==> src/source/soc_params.svh <==
`ifndef SOC_PARAMS_SVH
`define SOC_PARAMS_SVH

// Bus widths
`define SOC_ADDR_W 32
`define SOC_DATA_W 32
`define SOC_ID_W 8

// Instruction RAM window, one word per 4 bytes
`define IRAM_BASE 32'h0000_0000
`define IRAM_WORDS 256

// GPIO block, offset 0 output register, offset 4 pin inputs
`define GPIO_BASE 32'h4000_0000
`define GPIO_W 8

// System timer, offset 0 low word, offset 4 high word
`define TIMER_BASE 32'h4000_1000

// Window size of each peripheral
`define PERIPH_SPAN 32'h0000_1000

`endif

==> src/source/soc_bus_pkg.sv <==
`include "soc_params.svh"

package soc_bus_pkg;

  // Request opcode
  typedef enum logic
  {
    OP_READ  = 1'b0,
    OP_WRITE = 1'b1
  } bus_op_e;

  // Same codes as the AXI xRESP field
  typedef enum logic [1:0]
  {
    RESP_OKAY   = 2'b00,
    RESP_SLVERR = 2'b10,
    RESP_DECERR = 2'b11
  } bus_resp_e;

  // 1 + 8 + 32 + 32 = 73 bits
  typedef struct packed
  {
    bus_op_e                op;
    logic [`SOC_ID_W-1:0]   id;
    logic [`SOC_ADDR_W-1:0] addr;
    logic [`SOC_DATA_W-1:0] wdata;
  } bus_req_t;

  // 8 + 2 + 32 = 42 bits
  typedef struct packed
  {
    logic [`SOC_ID_W-1:0]   id;
    bus_resp_e              resp;
    logic [`SOC_DATA_W-1:0] rdata;
  } bus_rsp_t;

endpackage

==> src/source/soc_ctrl_pkg.sv <==
`include "soc_params.svh"

package soc_ctrl_pkg;

  // Target of a decoded address
  typedef enum logic [1:0]
  {
    SEL_IRAM  = 2'd0,
    SEL_GPIO  = 2'd1,
    SEL_TIMER = 2'd2,
    SEL_NONE  = 2'd3
  } slave_sel_e;

  // Decoder FSM
  typedef enum logic [1:0]
  {
    ST_IDLE  = 2'd0,
    ST_SLAVE = 2'd1,
    ST_RESP  = 2'd2
  } dec_state_e;

  // Word offset covers one 4 KB peripheral window
  typedef struct packed
  {
    soc_bus_pkg::bus_op_e   op;
    logic [9:0]             offset;
    logic [`SOC_DATA_W-1:0] wdata;
  } slv_req_t;

  typedef struct packed
  {
    soc_bus_pkg::bus_resp_e resp;
    logic [`SOC_DATA_W-1:0] rdata;
  } slv_rsp_t;

endpackage

==> src/source/gpio_regs.sv <==
`timescale 1ns/10ps
`include "soc_params.svh"

module gpio_regs (
  input  logic                   i_clk,
  input  logic                   i_rst_b,
  input  logic                   i_sel,
  input  soc_ctrl_pkg::slv_req_t i_slv_req,
  output logic                   o_rsp_valid,
  output soc_ctrl_pkg::slv_rsp_t o_rsp,
  input  logic [`GPIO_W-1:0]     i_gpio_in,
  output logic [`GPIO_W-1:0]     o_gpio_out
);

  logic [`GPIO_W-1:0]     sync_q1;
  logic [`GPIO_W-1:0]     sync_q2;
  logic [`GPIO_W-1:0]     out_q;
  logic                   rsp_valid_q;
  logic                   is_write;
  soc_ctrl_pkg::slv_rsp_t rsp_q;

  assign is_write = (i_slv_req.op == soc_bus_pkg::OP_WRITE);

  always_ff @(posedge i_clk or negedge i_rst_b)
  begin
    if (!i_rst_b)
    begin
      sync_q1     <= '0;
      sync_q2     <= '0;
      out_q       <= '0;
      rsp_valid_q <= 1'b0;
    end
    else
    begin
      // Pins are asynchronous to the bus clock
      sync_q1     <= i_gpio_in;
      sync_q2     <= sync_q1;
      rsp_valid_q <= i_sel;
      if (i_sel && is_write && i_slv_req.offset == 10'd0)
      begin
        out_q <= i_slv_req.wdata[`GPIO_W-1:0];
      end
    end
  end

  always_ff @(posedge i_clk)
  begin
    if (i_sel)
    begin
      rsp_q.resp  <= soc_bus_pkg::RESP_SLVERR;
      rsp_q.rdata <= '0;
      if (i_slv_req.offset == 10'd0)
      begin
        rsp_q.resp <= soc_bus_pkg::RESP_OKAY;
        if (!is_write)
        begin
          rsp_q.rdata <= {{(`SOC_DATA_W - `GPIO_W){1'b0}}, out_q};
        end
      end
      else if (i_slv_req.offset == 10'd1 && !is_write)
      begin
        // Input register is read only
        rsp_q.resp  <= soc_bus_pkg::RESP_OKAY;
        rsp_q.rdata <= {{(`SOC_DATA_W - `GPIO_W){1'b0}}, sync_q2};
      end
    end
  end

  assign o_rsp_valid = rsp_valid_q;
  assign o_rsp       = rsp_q;
  assign o_gpio_out  = out_q;

endmodule

==> config.mk <==
export PLATFORM = sky130hd
export DESIGN_NAME = gpio_regs
export DESIGN_NICKNAME = d
export VERILOG_FILES = /design/src/source/soc_bus_pkg.sv /design/src/source/soc_ctrl_pkg.sv /design/src/source/gpio_regs.sv
export VERILOG_INCLUDE_DIRS = /design/src /design/src/source
export SDC_FILE = /design/constraint.sdc
export NUM_CORES = 1
export LEC_CHECK = 0
export BUFFER_PORTS_ARGS = -buffer_cell sky130_fd_sc_hd__buf_2
export CORE_ASPECT_RATIO = 1.75
export CORE_UTILIZATION = 30
export DETAILED_ROUTE_END_ITERATION = 7
export SLEW_MARGIN = 0
export SYNTH_ARGS = -nofsm -noshare
export SYNTH_HDL_FRONTEND = slang
export SYNTH_SLANG_ARGS = --single-unit
==> constraint.sdc <==
create_clock -name i_clk -period 0.9 [get_ports i_clk]
set_clock_uncertainty 0.1 [all_clocks]
set_input_delay 0.045 -clock i_clk [delete_from_list [all_inputs] [get_ports i_clk]]
set_output_delay 0.045 -clock i_clk [all_outputs]
set_load 0.005 [all_outputs]
==> results.json <==
{
  "die-width_um": 53.0,
  "ys_top_cells_by_area": "dfrtp_1 (46%), edfxtp_1 (20%), buf_4 (14%)",
  "worstSkewPairLatency_ps": 270,
  "rows": 32,
  "cp-start-kind": "primary input",
  "dp_cells": 190,
  "status": "finished with violations",
  "period_needed_ps": 1490,
  "drt_first_iter_violations": 6,
  "grt_pass1_wl_um": 3840,
  "wl_per_cell_um": 11.6,
  "design_area_um2": 1920,
  "synth_commonest_cells": "buf_4 (25), dfrtp_1 (25), edfxtp_1 (9)",
  "rsz0062_at_grt": "true",
  "first_pass_iters": 3,
  "gp_congestion": 0.752,
  "cts_root_buffer": "clkbuf_8",
  "via_per_inst": 4.04,
  "clock-sinks": 34,
  "cts_tree": "yes",
  "endpoint_kind": "flop",
  "cp_max_fo": 8,
  "routed_wl_um": 2510,
  "required_ps": 960,
  "grt_max_degree": 26,
  "htreeDepth": 2,
  "synthArstFlopShare_pct": 73.5,
  "use_met2_pct": 19.9,
  "whs_ps": 89.7,
  "fin_util_pct": 43.5,
  "relSlewSlack_pct": 64.7,
  "cts_buffers": 5,
  "clock_path_buffers": 2,
  "final_cell_count_no_fill": 217,
  "power.density_nw_per_um2": 1520,
  "antenna_found_initial": 0,
  "coreArea_um2": 4400,
  "min_period_over_period_pct": 165,
  "crit_path_frequent_cell": "or4_4",
  "grt.busiest_layer": "met2",
  "synth_top_area_cell": "dfrtp_1",
  "p_leak_nw": 0.975,
  "slew_violations": 0,
  "synth_cells": 87,
  "avgSynthCellArea_um2": 15.7,
  "syn_to_final_growth_pct": 40.3,
  "fmax_mhz": 673,
  "cap_violations": 0,
  "synth.distinct_cells": 17,
  "route.detailed.drc": 0,
  "final_nets": 219,
  "syn_area_um2": 1370,
  "finalWorstSetupSlack_ps": -585,
  "met1_usage_pct": 10.7,
  "worst_path_max_delay_cell": "or4_4",
  "p_total_mw": 2.92,
  "setup_viol": 34,
  "placed_area_um2": 1610,
  "reg2reg_slack_ps": -70,
  "start_util_pct": 31.0,
  "n_antenna_cell": 0,
  "vdd.ir_drop.worst_mv": 1.07,
  "clk_pin_slew_ps": 60,
  "drtAntennaViolNets": 0,
  "min_path_type": "primary input to flop",
  "design.die.area_um2": 4840,
  "failed_checks": "negative setup slack",
  "die_height_um": 91.3,
  "dp_hpwl_um": 1880,
  "worst_pin_slew_ps": 529,
  "max_stage_delay_ps": 550,
  "hold_viol_final": 0,
  "synth_edf_count": 9,
  "synth_warnings": 0,
  "ios": 97,
  "gr-usage-met3_pct": 4.69,
  "yosysSeqAreaShare_pct": 65.6,
  "drive_gt1_share_pct": 44.0,
  "critical_path_arrival_ps": 1540,
  "path_cells": "buf_6, or4_4, or4_4, mux2_4",
  "portBuffers": 47,
  "gr-usage-all-layers_pct": 11.5,
  "critPathKind": "primary input to flop",
  "synthFlopType": "dfrtp_1",
  "grt-ovfl-total": 0,
  "synth-seq-cells": 34,
  "vias": 876,
  "grt_pass1_vias": 880,
  "synth_top_cell_area_share_pct": 45.8,
  "post_cts_buffers": 0
}
[worst paths after layout]
check | cells past startpoint | from | end
max | 4 | i_slv_req[38] | o_gpio_out[0]
min | 2 | i_sel | o_rsp[1]
max reg2reg | 1 | o_gpio_out[5] | o_rsp[5]
min reg2reg | 0 | sync_q1[3] | sync_q2[3]
max in group asynchronous | 2 | i_rst_b | sync_q1[2]
min in group asynchronous | 2 | i_rst_b | o_rsp_valid
[flip-flops by register name, summed over array words and instances (netlist names)]
register,count
o_gpio_out,8
o_rsp,9
o_rsp_valid,1
sync_q1,8
sync_q2,8
[repair_timing]
action	4_1_cts	5_1_grt
setup endpoints to repair	35	35
pin swaps	2	0
hold buffers	18	0
gates cloned	1	0
endpoints found under the hold margin	42	0
gates resized for setup	9	0
[logic make-up (layout without fill, tap and decap cells)]
family | count (synthesis) | in the layout | share of synthesized area (%)
other | 1 | 25 | 0.274
buffers and inverters | 26 | 81 | 14.6
flip-flops | 34 | 34 | 65.6
multiplexers | 8 | 8 | 8.79
AO/OA/AOI/OAI | 8 | 8 | 5.22
AND/OR/NAND/NOR | 10 | 10 | 5.59
[per-stage QoR]
stage | TNS (ps) | setup slack, ps
global placement | -13470 | -878
CTS | -8620 | -590
finish | -8220 | -585
floorplan | -11980 | -787
global route | -9140 | -582
detailed placement | -14120 | -894
[report_power, final]
| group | leakage (nW) | switching [mW] | internal (mW) |
|---|---|---|---|
| logic | 0.534 | 0.109 | 0.134 |
| registers | 0.401 | 0.0162 | 1.64 |
| clock network | 0.0395 | 0.470 | 0.548 |
[area by class of cell]
class,count,area (µm²)
fill,430,2490
sequential,34,896
timing repair buffer,73,493
multi-input combinational,51,384
clock buffer,8,80.1
tap,51,63.8
[worst max-delay path: cells and delay by family]
| family | cells | cell delay [ps] |
|---|---|---|
| buffers and inverters | 1 | 90 |
| muxes | 1 | 340 |
| and+or+nand+nor | 2 | 1070 |
[per-layer routing]
metal | wire, µm | vias to the layer above
li1 | - | 411
met1 | 863 | 412
met2 | 1400 | 45
met3 | 168 | 8
met4 | 81 | 0
met5 | 0 | -
[cell usage in the layout, fill, tap and decap left out, types with 2 or more instances in the layout]
cell            n
a22o_1          7
buf_2          46
buf_4           5
buf_6           4
clkbuf_1        3
clkbuf_8        5
conb_1         25
dfrtp_1        25
dlygate4sd3_1  18
edfxtp_1        9
mux2_4          8
or3_1           2
or4_4           2
Note: power is estimated with default switching activity, not from simulation.
