<file path="src/source/soc_params.svh">
`ifndef SOC_PARAMS_SVH
`define SOC_PARAMS_SVH

// Bus widths
`define SOC_ADDR_W 32
`define SOC_DATA_W 32
`define SOC_ID_W 8

// Instruction RAM window, one word per 4 bytes
`define IRAM_BASE 32'h0000_0000
`define IRAM_WORDS 256

// GPIO block, offset 0 output register, offset 4 pin inputs
`define GPIO_BASE 32'h4000_0000
`define GPIO_W 8

// System timer, offset 0 low word, offset 4 high word
`define TIMER_BASE 32'h4000_1000

// Window size of each peripheral
`define PERIPH_SPAN 32'h0000_1000

`endif

</file>
<file path="src/source/soc_bus_pkg.sv">
`include "soc_params.svh"

package soc_bus_pkg;

  // Request opcode
  typedef enum logic
  {
    OP_READ  = 1'b0,
    OP_WRITE = 1'b1
  } bus_op_e;

  // Same codes as the AXI xRESP field
  typedef enum logic [1:0]
  {
    RESP_OKAY   = 2'b00,
    RESP_SLVERR = 2'b10,
    RESP_DECERR = 2'b11
  } bus_resp_e;

  // 1 + 8 + 32 + 32 = 73 bits
  typedef struct packed
  {
    bus_op_e                op;
    logic [`SOC_ID_W-1:0]   id;
    logic [`SOC_ADDR_W-1:0] addr;
    logic [`SOC_DATA_W-1:0] wdata;
  } bus_req_t;

  // 8 + 2 + 32 = 42 bits
  typedef struct packed
  {
    logic [`SOC_ID_W-1:0]   id;
    bus_resp_e              resp;
    logic [`SOC_DATA_W-1:0] rdata;
  } bus_rsp_t;

endpackage

</file>
<file path="src/source/soc_ctrl_pkg.sv">
`include "soc_params.svh"

package soc_ctrl_pkg;

  // Target of a decoded address
  typedef enum logic [1:0]
  {
    SEL_IRAM  = 2'd0,
    SEL_GPIO  = 2'd1,
    SEL_TIMER = 2'd2,
    SEL_NONE  = 2'd3
  } slave_sel_e;

  // Decoder FSM
  typedef enum logic [1:0]
  {
    ST_IDLE  = 2'd0,
    ST_SLAVE = 2'd1,
    ST_RESP  = 2'd2
  } dec_state_e;

  // Word offset covers one 4 KB peripheral window
  typedef struct packed
  {
    soc_bus_pkg::bus_op_e   op;
    logic [9:0]             offset;
    logic [`SOC_DATA_W-1:0] wdata;
  } slv_req_t;

  typedef struct packed
  {
    soc_bus_pkg::bus_resp_e resp;
    logic [`SOC_DATA_W-1:0] rdata;
  } slv_rsp_t;

endpackage

</file>
<file path="src/source/sys_timer.sv">
`timescale 1ns/10ps
`include "soc_params.svh"

module sys_timer (
  input  logic                   i_clk,
  input  logic                   i_rst_b,
  input  logic                   i_sel,
  input  soc_ctrl_pkg::slv_req_t i_slv_req,
  output logic                   o_rsp_valid,
  output soc_ctrl_pkg::slv_rsp_t o_rsp
);

  logic [63:0]            cnt_q;
  logic [31:0]            hi_q;
  logic                   rsp_valid_q;
  logic                   rd_lo;
  soc_ctrl_pkg::slv_rsp_t rsp_q;

  assign rd_lo = i_sel && i_slv_req.op == soc_bus_pkg::OP_READ && i_slv_req.offset == 10'd0;

  always_ff @(posedge i_clk or negedge i_rst_b)
  begin
    if (!i_rst_b)
    begin
      cnt_q       <= 64'd0;
      hi_q        <= 32'd0;
      rsp_valid_q <= 1'b0;
    end
    else
    begin
      cnt_q       <= cnt_q + 64'd1;
      rsp_valid_q <= i_sel;
      // Snapshot high half so the pair reads as one value
      if (rd_lo)
      begin
        hi_q <= cnt_q[63:32];
      end
    end
  end

  always_ff @(posedge i_clk)
  begin
    if (i_sel)
    begin
      rsp_q.resp  <= soc_bus_pkg::RESP_SLVERR;
      rsp_q.rdata <= '0;
      if (rd_lo)
      begin
        rsp_q.resp  <= soc_bus_pkg::RESP_OKAY;
        rsp_q.rdata <= cnt_q[31:0];
      end
      else if (i_slv_req.op == soc_bus_pkg::OP_READ && i_slv_req.offset == 10'd1)
      begin
        rsp_q.resp  <= soc_bus_pkg::RESP_OKAY;
        rsp_q.rdata <= hi_q;
      end
    end
  end

  assign o_rsp_valid = rsp_valid_q;
  assign o_rsp       = rsp_q;

endmodule

</file>
<file path="config.mk">
export PLATFORM = sky130hd
export DESIGN_NAME = sys_timer
export DESIGN_NICKNAME = d
export VERILOG_FILES = /design/src/source/soc_bus_pkg.sv /design/src/source/soc_ctrl_pkg.sv /design/src/source/sys_timer.sv
export VERILOG_INCLUDE_DIRS = /design/src /design/src/source
export SDC_FILE = /design/constraint.sdc
export NUM_CORES = 1
export LEC_CHECK = 0
export ABC_CLOCK_PERIOD_IN_PS = 1650
export BUFFER_PORTS_ARGS = -buffer_cell sky130_fd_sc_hd__buf_2
export CORE_UTILIZATION = 48
export DETAILED_ROUTE_END_ITERATION = 10
export GPL_TIMING_DRIVEN = 0
export HOLD_SLACK_MARGIN = 0.06
export PLACE_DENSITY = 0.83
export SETUP_SLACK_MARGIN = 0.05
export SLEW_MARGIN = 20
export SYNTH_ARGS = -nofsm -noshare
export SYNTH_HDL_FRONTEND = slang
export SYNTH_SLANG_ARGS = --single-unit
</file>
<file path="constraint.sdc">
create_clock -name i_clk -period 1.65 [get_ports i_clk]
set_input_delay 0.0825 -clock i_clk [delete_from_list [all_inputs] [get_ports i_clk]]
set_output_delay 0.0825 -clock i_clk [all_outputs]
set_load 0.02 [all_outputs]
</file>
==> results.md <==
* Final Setup Violations at 39
* Multi-input gate area at 2597 sq um
* First drt pass iteration count at 7
* Chip Width at ~110 um
* Synth warnings at 0
* Initial DRC count at about 520
* Final WL at 19.31 mm
* CP required at 1.98 ns
* Final hold viol count at 0
* Commonest non-fill, non-tap cells in the layout: dfrtp_1, buf_4, buf_2
* Max stage delay cell, worst path: dfrtp_1
* Area grow syn2layout at 42.58%
* First-pass GRT wire length at ~26 mm
* Relative slew slack at between 60% and 70%
* RSZ-0062 raised after global routing: yes
* Nets at roughly 600
* H-tree depth at 4
* CP Max Fanout at 8
* Mapped Nets at between 400 and 500
* Core area at 11,370 sq um
* Register area at roughly 3400 sq um
* GP Congestion at just under 0.8
* IO buf count at 47
* Crit path max-delay family: simple AND/OR/NAND/NOR gates
* Dpl cell area at just over 6000 sq um
* Yosys reg bits at between 100 and 150
* Synth Cell Area at ~5600 sq um
* ANT cells at 0
* WP buf/inv at 3
* Post-route DRC violation count at 0
* Endpoint class of the critical path: flop
* Violated checks: setup timing
* Minimum clock period at slightly below 2 ns
* Design Area, Final at 7965 sq um
* Mean Syn Cell Area at roughly 13 sq um
* Crit path DAT at around 2.3 ns
* Vias per cell at around 6.4
* Num CTS Buffers at 17
* # rows at 39
* DR vias at 4,679
* Initial Util at a little under 50%
* Static Leak at 4.011 nW
* Commonest non-fill, non-tap cell in the layout: dfrtp_1
* Vias in the first global route at about 4.6k
* Worst-case clock buffer depth at 2
* Worst path max stage delay at ~0.43 ns
* Fin. max-slew vios at 0
* Final setup TNS at -6.881 ns
* Max VDD drop at roughly 0.95 mV
* CTS tree: built
* Top_reg_cell synth: dfrtp_1
* Layout cells sized above 1 at 50.77%
* Least-Margin Pin Slew at about 0.52 ns
* Hpwl dp at a little under 8 mm
* Post-synth EDFFs at 33
* Skew-Pair Late Insertion Delay at 0.43 ns
* Crit-path cells: and3_4 -> and3_4 -> buf_6 -> nand4_4 -> buf_12 -> buf_12 -> nor3_4 -> xor2_1
* Power density over cell area at a little over 900 nW/um^2
* Top Ports at 81
* Largest net degree at the start of global routing at between 60 and 70
* Cell variety after synth at 33
* F_max at between 500 and 600 MHz
* GRT overflow at 0
* Worst-path clk slew at around 0.050 ns
* Seq/Total Area, Yosys at between 60% and 70%
* Asr flop ratio synth at 74.62%
* Total die area at 12,070 sq um
* Number of max-cap violations at 0
* Antenna violations before repair at 0
* Worst setup SP type: flop
* CP Class: reg -> reg
* Final setup margin at -0.3140 ns
* Clock Skew at ~0.012 ns
* Mapped Cells at 417
* HP Class: in -> reg
* Clk sink count at 130
* Status: complete, but fails checks
* Avg WL per Cell at about 27 um
* Root buf cell: clkbuf_16
* Fillers at around 620
* Die H at between 100 and 150 um
* Final Cycle Share at 119.0%
* Global Route Usage Sum at around 30%
* Routed Antenna Nets at 0
[metrics by stage]
stage	util, %	hold WS [ns]	total power (W)	worst slack [ns]	cells
global placement	52.86	0.4089	0.003584	-0.4024	607
finish	70.06	0.1403	0.007264	-0.3140	726
floorplan	-	-0.2131	0.003474	0.04692	417
detailed placement	53.15	0.01030	0.003599	-0.4655	608
CTS	67.53	0.1015	0.007160	-0.07599	704
global route	70.06	0.1674	0.007433	-0.3482	726
[repair_timing]
action	CTS	global route
resized for setup	116	27
hold buffers	3	0
pin swaps	44	26
endpoints found under the hold margin	99	0
gates cloned	3	0
endpoints found under the setup margin	72	102
setup buffers	58	24
[sequential cells by signal (all words and copies together) (netlist names)]
register	flops
cnt_q	64
hi_q	32
o_rsp	33
o_rsp_valid	1
[cells in the mapped netlist, types with 10 or more instances]
library cell / count / area, sq um
nand4_1: 12 / 75.07
mux2_2: 32 / 360.4
nor4_1: 10 / 62.56
a22o_1: 32 / 280.3
xor2_1: 35 / 306.5
xnor2_1: 27 / 236.5
and3_1: 10 / 62.56
nand3_1: 26 / 130.1
nor2_1: 15 / 56.30
nor3_2: 13 / 130.1
edfxtp_1: 33 / 991.0
nand2_1: 22 / 82.58
dfrtp_1: 97 / 2427
[power by group]
| part | total (W) | internal, W | switching [W] |
|---|---|---|---|
| sequential | 0.00335 | 0.00334 | 0.0000135 |
| clock | 0.00371 | 0.00232 | 0.00139 |
| combinational | 0.000202 | 0.0000545 | 0.000147 |
| total | 0.00726 | 0.00571 | 0.00155 |
[tightest hold or removal path: cells and delay by family]
kind	cells	cell delay (ns)
AO/OA/AOI/OAI	1	0.14
buffers and inverters	1	0.08
AND/OR/NAND/NOR	2	0.15
[layer usage]
layer,track usage (%),wire (um),up-vias,share of wire (%)
met3,9.425,1790,143,9.3
li1,-,-,1825,-
met5,0,0,-,0
met4,20.19,1403,0,7.3
met2,49.69,9431,401,49
met1,33.65,6687,2310,35
[cell type report]
cell class                 instances  area share [%]
inverter                           9          0.4241
sequential                       130           43.17
timing repair buffer             133           12.60
multi-input combinational        263           32.61
tap                              143           2.246
buffer                            16           1.759
clock buffer                      28           6.629
clock inverter                     4          0.5655
[worst paths after layout]
check / startpoint / endpoint / slack (ns) / depth (start not counted)
worst max-delay path: cnt_q[18] / cnt_q[59] / -0.31 / 8
worst min-delay path: i_slv_req[40] / o_rsp[33] / 0.14 / 4
worst max register to register: cnt_q[18] / cnt_q[59] / -0.31 / 8
worst min register to register: cnt_q[63] / cnt_q[63] / 0.48 / 1
max in group asynchronous: i_rst_b / cnt_q[2] / 0.84 / 3
min in group asynchronous: i_rst_b / cnt_q[28] / 0.15 / 2
[kinds of logic (layout without fill, tap and decap cells)]
| kind of cell | after synthesis | count (layout) | synth area share (%) |
|---|---|---|---|
| fa+ha+maj | 1 | 1 | 0.2239 |
| xor+xnor | 62 | 62 | 9.720 |
| buf+inv | 25 | 190 | 2.329 |
| other cells | 1 | 1 | 0.06712 |
| flops | 130 | 130 | 61.19 |
| mux | 32 | 32 | 6.450 |
| compound gates | 33 | 33 | 5.151 |
| simple gates | 133 | 134 | 14.87 |
No activity file was read; power rests on OpenSTA's default activity.
