File: src/source/soc_params.svh
`ifndef SOC_PARAMS_SVH
`define SOC_PARAMS_SVH

// Bus widths
`define SOC_ADDR_W 32
`define SOC_DATA_W 32
`define SOC_ID_W 8

// Instruction RAM window, one word per 4 bytes
`define IRAM_BASE 32'h0000_0000
`define IRAM_WORDS 256

// GPIO block, offset 0 output register, offset 4 pin inputs
`define GPIO_BASE 32'h4000_0000
`define GPIO_W 8

// System timer, offset 0 low word, offset 4 high word
`define TIMER_BASE 32'h4000_1000

// Window size of each peripheral
`define PERIPH_SPAN 32'h0000_1000

`endif

File: src/source/soc_bus_pkg.sv
`include "soc_params.svh"

package soc_bus_pkg;

  // Request opcode
  typedef enum logic
  {
    OP_READ  = 1'b0,
    OP_WRITE = 1'b1
  } bus_op_e;

  // Same codes as the AXI xRESP field
  typedef enum logic [1:0]
  {
    RESP_OKAY   = 2'b00,
    RESP_SLVERR = 2'b10,
    RESP_DECERR = 2'b11
  } bus_resp_e;

  // 1 + 8 + 32 + 32 = 73 bits
  typedef struct packed
  {
    bus_op_e                op;
    logic [`SOC_ID_W-1:0]   id;
    logic [`SOC_ADDR_W-1:0] addr;
    logic [`SOC_DATA_W-1:0] wdata;
  } bus_req_t;

  // 8 + 2 + 32 = 42 bits
  typedef struct packed
  {
    logic [`SOC_ID_W-1:0]   id;
    bus_resp_e              resp;
    logic [`SOC_DATA_W-1:0] rdata;
  } bus_rsp_t;

endpackage

File: src/source/soc_ctrl_pkg.sv
`include "soc_params.svh"

package soc_ctrl_pkg;

  // Target of a decoded address
  typedef enum logic [1:0]
  {
    SEL_IRAM  = 2'd0,
    SEL_GPIO  = 2'd1,
    SEL_TIMER = 2'd2,
    SEL_NONE  = 2'd3
  } slave_sel_e;

  // Decoder FSM
  typedef enum logic [1:0]
  {
    ST_IDLE  = 2'd0,
    ST_SLAVE = 2'd1,
    ST_RESP  = 2'd2
  } dec_state_e;

  // Word offset covers one 4 KB peripheral window
  typedef struct packed
  {
    soc_bus_pkg::bus_op_e   op;
    logic [9:0]             offset;
    logic [`SOC_DATA_W-1:0] wdata;
  } slv_req_t;

  typedef struct packed
  {
    soc_bus_pkg::bus_resp_e resp;
    logic [`SOC_DATA_W-1:0] rdata;
  } slv_rsp_t;

endpackage

File: src/source/bus_decoder.sv
`timescale 1ns/10ps
`include "soc_params.svh"

module bus_decoder (
  input  logic                   i_clk,
  input  logic                   i_rst_b,
  input  logic                   i_req_valid,
  output logic                   o_req_ready,
  input  soc_bus_pkg::bus_req_t  i_req,
  output logic                   o_rsp_valid,
  input  logic                   i_rsp_ready,
  output soc_bus_pkg::bus_rsp_t  o_rsp,
  output soc_ctrl_pkg::slv_req_t o_slv_req,
  output logic                   o_iram_sel,
  output logic                   o_gpio_sel,
  output logic                   o_timer_sel,
  input  soc_ctrl_pkg::slv_rsp_t i_iram_rsp,
  input  soc_ctrl_pkg::slv_rsp_t i_gpio_rsp,
  input  soc_ctrl_pkg::slv_rsp_t i_timer_rsp,
  input  logic                   i_iram_rsp_valid,
  input  logic                   i_gpio_rsp_valid,
  input  logic                   i_timer_rsp_valid
);

  soc_ctrl_pkg::dec_state_e state_q;
  soc_ctrl_pkg::slave_sel_e sel_q;
  soc_ctrl_pkg::slave_sel_e dec_sel;
  soc_ctrl_pkg::slv_req_t   slv_req_q;
  soc_ctrl_pkg::slv_rsp_t   slv_rsp;
  soc_bus_pkg::bus_rsp_t    rsp_q;
  logic [`SOC_ADDR_W-1:0]   addr;
  logic [`SOC_ADDR_W-1:0]   rel_addr;
  logic [9:0]               dec_offset;
  logic                     req_fire;
  logic                     rsp_fire;
  logic                     slv_vld;
  logic                     iram_sel_q;
  logic                     gpio_sel_q;
  logic                     timer_sel_q;

  assign addr     = i_req.addr;
  assign req_fire = i_req_valid && o_req_ready;
  assign rsp_fire = o_rsp_valid && i_rsp_ready;

  // Address map, misaligned addresses fall through to SEL_NONE
  always_comb
  begin
    dec_sel  = soc_ctrl_pkg::SEL_NONE;
    rel_addr = '0;
    if (addr[1:0] == 2'b00)
    begin
      if (addr >= `IRAM_BASE && addr < `IRAM_BASE + `IRAM_WORDS * 4)
      begin
        dec_sel  = soc_ctrl_pkg::SEL_IRAM;
        rel_addr = addr - `IRAM_BASE;
      end
      else if (addr >= `GPIO_BASE && addr < `GPIO_BASE + `PERIPH_SPAN)
      begin
        dec_sel  = soc_ctrl_pkg::SEL_GPIO;
        rel_addr = addr - `GPIO_BASE;
      end
      else if (addr >= `TIMER_BASE && addr < `TIMER_BASE + `PERIPH_SPAN)
      begin
        dec_sel  = soc_ctrl_pkg::SEL_TIMER;
        rel_addr = addr - `TIMER_BASE;
      end
    end
    dec_offset = rel_addr[11:2];
  end

  // Return path from the slave picked at acceptance
  always_comb
  begin
    case (sel_q)
      soc_ctrl_pkg::SEL_IRAM:
      begin
        slv_vld = i_iram_rsp_valid;
        slv_rsp = i_iram_rsp;
      end
      soc_ctrl_pkg::SEL_GPIO:
      begin
        slv_vld = i_gpio_rsp_valid;
        slv_rsp = i_gpio_rsp;
      end
      soc_ctrl_pkg::SEL_TIMER:
      begin
        slv_vld = i_timer_rsp_valid;
        slv_rsp = i_timer_rsp;
      end
      default:
      begin
        slv_vld = 1'b0;
        slv_rsp = '0;
      end
    endcase
  end

  always_ff @(posedge i_clk or negedge i_rst_b)
  begin
    if (!i_rst_b)
    begin
      state_q     <= soc_ctrl_pkg::ST_IDLE;
      sel_q       <= soc_ctrl_pkg::SEL_NONE;
      iram_sel_q  <= 1'b0;
      gpio_sel_q  <= 1'b0;
      timer_sel_q <= 1'b0;
    end
    else
    begin
      // Strobes last a single cycle
      iram_sel_q  <= 1'b0;
      gpio_sel_q  <= 1'b0;
      timer_sel_q <= 1'b0;
      case (state_q)
        soc_ctrl_pkg::ST_IDLE:
        begin
          if (req_fire)
          begin
            sel_q <= dec_sel;
            if (dec_sel == soc_ctrl_pkg::SEL_NONE)
            begin
              state_q <= soc_ctrl_pkg::ST_RESP;
            end
            else
            begin
              state_q     <= soc_ctrl_pkg::ST_SLAVE;
              iram_sel_q  <= (dec_sel == soc_ctrl_pkg::SEL_IRAM);
              gpio_sel_q  <= (dec_sel == soc_ctrl_pkg::SEL_GPIO);
              timer_sel_q <= (dec_sel == soc_ctrl_pkg::SEL_TIMER);
            end
          end
        end
        soc_ctrl_pkg::ST_SLAVE:
        begin
          if (slv_vld)
          begin
            state_q <= soc_ctrl_pkg::ST_RESP;
          end
        end
        soc_ctrl_pkg::ST_RESP:
        begin
          if (rsp_fire)
          begin
            state_q <= soc_ctrl_pkg::ST_IDLE;
          end
        end
        default:
        begin
          state_q <= soc_ctrl_pkg::ST_IDLE;
        end
      endcase
    end
  end

  // Request and response payload
  always_ff @(posedge i_clk)
  begin
    if (req_fire)
    begin
      slv_req_q.op     <= i_req.op;
      slv_req_q.offset <= dec_offset;
      slv_req_q.wdata  <= i_req.wdata;
      rsp_q.id         <= i_req.id;
      // Decode error unless a slave answers
      rsp_q.resp       <= soc_bus_pkg::RESP_DECERR;
      rsp_q.rdata      <= '0;
    end
    else if (state_q == soc_ctrl_pkg::ST_SLAVE && slv_vld)
    begin
      rsp_q.resp  <= slv_rsp.resp;
      rsp_q.rdata <= slv_rsp.rdata;
    end
  end

  assign o_req_ready = (state_q == soc_ctrl_pkg::ST_IDLE);
  assign o_rsp_valid = (state_q == soc_ctrl_pkg::ST_RESP);
  assign o_rsp       = rsp_q;
  assign o_slv_req   = slv_req_q;
  assign o_iram_sel  = iram_sel_q;
  assign o_gpio_sel  = gpio_sel_q;
  assign o_timer_sel = timer_sel_q;

  a_one_strobe: assert property (@(posedge i_clk) disable iff (!i_rst_b)
    $onehot0({o_iram_sel, o_gpio_sel, o_timer_sel}));

  a_rsp_hold: assert property (@(posedge i_clk) disable iff (!i_rst_b)
    o_rsp_valid && !i_rsp_ready |=> o_rsp_valid && $stable(o_rsp));

endmodule

File: config.mk
export PLATFORM = sky130hd
export DESIGN_NAME = bus_decoder
export DESIGN_NICKNAME = d
export VERILOG_FILES = /design/src/source/soc_bus_pkg.sv /design/src/source/soc_ctrl_pkg.sv /design/src/source/bus_decoder.sv
export VERILOG_INCLUDE_DIRS = /design/src /design/src/source
export SDC_FILE = /design/constraint.sdc
export NUM_CORES = 1
export LEC_CHECK = 0
export ABC_AREA = 1
export BUFFER_PORTS_ARGS = -buffer_cell sky130_fd_sc_hd__buf_2
export CAP_MARGIN = 15
export CORE_MARGIN = 1
export CORE_UTILIZATION = 30
export DETAILED_ROUTE_END_ITERATION = 12
export PLACE_DENSITY = 0.7
export SYNTH_ARGS = -nofsm -noshare
export SYNTH_HDL_FRONTEND = slang
export SYNTH_SLANG_ARGS = --single-unit
File: constraint.sdc
create_clock -name i_clk -period 5.8 [get_ports i_clk]
set_input_delay 0 -clock i_clk [delete_from_list [all_inputs] [get_ports i_clk]]
set_output_delay 0 -clock i_clk [all_outputs]
set_load 0.02 [all_outputs]
==> metrics.txt, run 1 <==
period utilisation layout=60.9%; # port buffers=271; Total Nets Final=955; Tmin final=3530 ps; vias in the first global route=3917; Syn Area/Cell=8.69 µm²; top-count cell post-synth=nand2_1; CP Data Arrival Time=3800 ps; root buf cell=clkbuf_16; height of the die=116 µm; Fin. Hold Viols=0; worst-path fanout max=38; Die Area=0.0134 mm²; htree depth=3; Area contributors post-synth=edfxtp_1 (39%), dfxtp_1 (17%), nand2_1 (11%); core area=0.0126 mm²; Hold WC Path Type=in2reg; CP Launch Type=register; Final setup viols=0; EDFF count, synth=51; global route overflow=0; VDD IR max=0.161 mV; Setup Buffers After CTS=0; hold buffers post-CTS=62; critical path class=reg2reg; total CTS buffers=9; Max clock buf depth=2; Final Util=50.2%; share of cells above drive strength 1=38.2%; flip-flop and latch count after synthesis=92; Reg2Reg Depth=8; status=finished, final reports clean; DP HPWL=9160 µm; normalized max-slew margin=27.2%; routed length per instance=13.9 µm; Max Cap Viol=0; DRT antenna net count=0; DR pass1 iterations=4; register area share after synthesis=61.4%; Total GRT Usage=19.3%; Post-DP Area=0.00537 mm²; gpl congestion=0.786; Syn-to-layout area delta=62.7%; Rows=41; Resized Gates After CTS=0; DRC=0; clk_skew=7.48 ps; Die Span X=116 µm; Yosys cell types=19; initial antenna violation count=1; Syn. warnings=0; clk slew on worst S/H paths=70 ps; Synth async-reset ratio=7.61%; TritonCTS clock tree=yes; prevailing post-synth register cell=edfxtp_1; Max Clk Rate=0.283 GHz; drt initial violations=220; starting density of the core=30.8%; Synth top area share=39.3%; clk sinks=92; vias=4203; clk_lat worst skew=330 ps; synthesized netlist cell count=448; first-pass GRT wire length=19600 µm; Inserted Diodes=0; Worst EP required=6070 ps; post-synth top area cell=edfxtp_1; Post-Route WL=13200 µm; IO Pins=272; fin area=0.00633 mm²; total power density per cell area=335 mW/mm²; synthesized area=0.00389 mm²; Least-Margin Pin Slew=1090 ps; pin count of the biggest net entering global routing=57; vias per cell=4.42; synth cell count leaders=nand2_1 (119), nor2_1 (75), edfxtp_1 (51); Final Max Slew Viols=0; Post-Syn Nets=630; hold path depth=5; Setup TNS=0 ps; CP endpoint kind=register; RSZ-0062 raised after global routing=false; leakage=0.00317 µW
==> final timing paths <==
kind	startpoint	end	slack, ps
setup / recovery	sel_q[0]	o_rsp[8]	2270
hold / removal	i_timer_rsp[14]	o_rsp[14]	20
setup reg to reg	sel_q[0]	o_rsp[8]	2270
hold reg to reg	o_rsp[3]	o_rsp[3]	470
max in group asynchronous	i_rst_b	sel_q[0]	5520
min in group asynchronous	i_rst_b	o_timer_sel	40
==> report_power, final <==
group | total, µW | leakage, µW | switching, µW | internal, µW
Sequential | 827 | 0.000845 | 39.7 | 787
Clock | 634 | 0.000158 | 253 | 381
Combinational | 660 | 0.00217 | 427 | 234
==> critical path: stages (launching register included) <==
cell and delay, ps:
dfstp_2 690, inv_2 80, nor2_2 770, nand2_1 170, nand3_1 140, nand2_1 530
inv_2 740, o21ai_0 160, a21oi_1 170
==> registers in the layout, summed over array words and instances (netlist names) <==
name,count
o_timer_sel,1
o_iram_sel,1
sel_q,2
o_rsp,42
o_gpio_sel,1
o_slv_req,43
state_q,2
==> layout make-up <==
type / count / area [µm²]
Clock buffer: 9 / 225
Clock inverter: 7 / 98.8
Fill cell: 1196 / 6280
Inverter: 34 / 128
Multi-Input combinational cell: 301 / 1270
Sequential cell: 92 / 2390
Tap cell: 172 / 215
Timing Repair Buffer: 335 / 2000
==> stage by stage <==
stage / total power, µW / hold slack (ps) / std cells / setup slack, ps
after detailed placement: 1460 / -152 / 871 / 2180
after CTS: 2130 / 8.04 / 949 / 2150
after global routing: 2250 / 36.1 / 950 / 1730
after global placement: 1450 / -152 / 871 / 2320
after floorplan: 1230 / -296 / 448 / 3260
final: 2120 / 17.4 / 950 / 2270
==> cell usage in the layout, fill, tap and decap left out, types with 2 or more instances in the layout <==
master         count
dlygate4sd3_1     62
dfxtp_1           34
nand3_1           45
a21oi_1           13
inv_2              4
nand2_1          119
nor3_1             2
bufinv_16          2
nand4_1            4
nor2_1            75
buf_2            271
edfxtp_1          51
nor2_2             2
dfrtp_1            5
dfstp_2            2
clkbuf_16          9
inv_1             30
o21ai_0           40
==> kinds of logic after synthesis <==
family	Yosys count	share of synthesized area, %
AND/OR/NAND/NOR	247	25.7
flip-flops	92	61.4
buffers and inverters	55	5.88
AO/OA/AOI/OAI	54	7.01
==> layer usage <==
layer  routed length [µm]  track usage (%)  up-vias
met5                   13                0        -
met4                  346             8.38        2
met3                 1100             5.02       26
met2                 6550             35.0      204
met1                 5200             21.2     1858
li1                     -                -     2113
Power figures use the tool's default switching activity.
==> run 2: changes to the inputs <==
Settings changed: PLACE_DENSITY 0.7 to 0.72.
Clock period 5.8 ns to 2.9 ns, I/O delays scaled along.
==> metrics.txt, run 2 (same netlist as run 1, synthesis figures left out) <==
Hold WC Path Type=in2reg (unchanged); Total Nets Final=957 (was 955); Total GRT Usage=18.9% (was 19.3%); Fin. Hold Viols=0 (unchanged); Syn-to-layout area delta=63.0% (was 62.7%); total power density per cell area=673 mW/mm² (was 335 mW/mm²); vias in the first global route=3826 (was 3917); TritonCTS clock tree=yes (unchanged); Die Span X=116 µm (unchanged); Register Area=0.00239 mm² (unchanged); DR pass1 iterations=5 (was 4); CP endpoint kind=register (unchanged); Tmin final=2200 ps (was 3530 ps); starting density of the core=30.8% (unchanged); gpl congestion=0.790 (was 0.786); Largest register FFs=43 (unchanged); Final Max Slew Viols=0 (unchanged); root buf cell=clkbuf_16 (unchanged); status=finished, final reports clean (unchanged); final worst setup slack=700 ps (was 2270 ps); # port buffers=271 (unchanged); vias=4244 (was 4203); VDD IR max=0.399 mV (was 0.161 mV); Post-Route WL=13100 µm (was 13200 µm); routed length per instance=13.7 µm (was 13.9 µm); vias per cell=4.46 (was 4.42); hold path startpoint=i_timer_rsp[31] (was i_timer_rsp[14]); first-pass GRT wire length=19100 µm (was 19600 µm); multi-input logic area=0.00127 mm² (unchanged); period utilisation layout=75.9% (was 60.9%); CP Launch Type=register (unchanged); initial antenna violation count=0 (was 1); Crit Reg-Reg Startpoint=sel_q[0] (unchanged); r2r setup slk=700 ps (was 2270 ps); hold path depth=5 (unchanged); Resized Gates After CTS=0 (unchanged); Setup TNS=0 ps (unchanged); IO Pins=272 (unchanged); DRC=0 (unchanged); pin count of the biggest net entering global routing=52 (was 57); clk slew on worst S/H paths=70 ps (about the same); Die Area=0.0134 mm² (unchanged); htree depth=3 (unchanged); Reg2Reg Depth=9 (was 8); clk_lat worst skew=340 ps (was 330 ps); Worst EP required=3110 ps (was 6070 ps); drt initial violations=197 (was 220); most common cell after layout, fill and taps aside=buf_2 (unchanged); Inserted Diodes=0 (unchanged); normalized max-slew margin=38.4% (was 27.2%); global route overflow=0 (unchanged); WL met1=5420 µm (was 5200 µm); Max clock buf depth=2 (unchanged); Rows=41 (unchanged); share of cells above drive strength 1=38.5% (was 38.2%); height of the die=116 µm (unchanged); most frequent cells in the layout=buf_2 (271), nand2_1 (119), nor2_1 (75), dlygate4sd3_1 (60), edfxtp_1 (51) (was buf_2 (271), nand2_1 (119), nor2_1 (75), dlygate4sd3_1 (62), edfxtp_1 (51)); met2 wire len=6190 µm (was 6550 µm); Least-Margin Pin Slew=920 ps (was 1090 ps); CP Data Arrival Time=2410 ps (was 3800 ps); Max Clk Rate=0.454 GHz (was 0.283 GHz); Max Cap Viol=0 (unchanged); clk_skew=8.62 ps (was 7.48 ps); leakage=0.00319 µW (was 0.00317 µW); R2R Path End=o_rsp[33] (was o_rsp[8]); Power Total=4270 µW (was 2120 µW); pre-CTS worst setup slack=950 ps (was 2180 ps); DP HPWL=9210 µm (was 9160 µm); FILL cells=1203 (was 1196); critical path class=reg2reg (unchanged); RSZ-0062 raised after global routing=false (unchanged); clk sinks=92 (unchanged); total CTS buffers=9 (unchanged); metal3 WL=1030 µm (was 1100 µm); Hold Path Sink=o_rsp[31] (was o_rsp[14]); core area=0.0126 mm² (unchanged); DRT antenna net count=0 (unchanged); worst-path fanout max=29 (was 38); top sig layer=met4 (was met5); Final setup viols=0 (unchanged)
==> run 2: cell types whose count changed in the layout (fill, tap and decap cells not counted), sizes merged <==
cell	delta
clkbuf	+2
clkinv	-1
dlygate4sd3	-2
buf	+4
clkinvlp	-1
==> run 2: worst max-delay path, cell delays in order (launching register included) <==
cell and delay (ps):
dfstp_2 700, inv_2 80, nand2_1 170, inv_2 50, buf_4 230, nand2_1 90, nand3_1 60, dlygate4sd3_1 550
nand2_1 60, nand3_1 60
==> run 2: power by group <==
group | switching [µW] | internal (µW) | total (µW)
Sequential | 84.8 | 1580 | 1660
Combinational | 850 | 482 | 1330
Clock | 495 | 784 | 1280
Total | 1430 | 2840 | 4270
==> run 2: worst max path at each step <==
stage,start,to,depth (start not counted)
floorplan,state_q[1],o_rsp[34],3
global placement,sel_q[0],o_rsp[5],8
detailed placement,sel_q[0],o_rsp[24],8
CTS,sel_q[0],o_rsp[33],9
global route,sel_q[0],o_rsp[33],9
finish,sel_q[0],o_rsp[33],9
==> run 2: final cells by class <==
cell class	count	area share [%]
flip-flops and latches	92	37.7
clock inverters	5	1.30
multi-input cells	301	20.1
well taps	172	3.39
inverters	34	2.01
repair buffers	337	31.7
clock buffers	11	3.82
==> run 2: through the flow <==
step / instances / hold WS (ps) / cell area, µm² / utilization (%)
3_5_place_dp: 876 / -142 / 5420 / 43.0
3_3_place_gp: 876 / -153 / 5420 / 43.0
6_report: 952 / 18.8 / 6350 / 50.3
4_1_cts: 952 / 6.44 / 6350 / 50.3
2_1_floorplan: 448 / -296 / 3890 / -
5_1_grt: 952 / 41.1 / 6350 / 50.3
==> run 2: metal layers <==
layer	track usage [%]	vias up
met5	0	-
met4	10.2	0
met3	4.18	24
met2	32.1	214
met1	22.1	1891
li1	-	2115
==> run 2: what timing repair did <==
action,CTS,global route
setup buffers,0,0
endpoints found under the hold margin,66,0
hold buffers,60,0
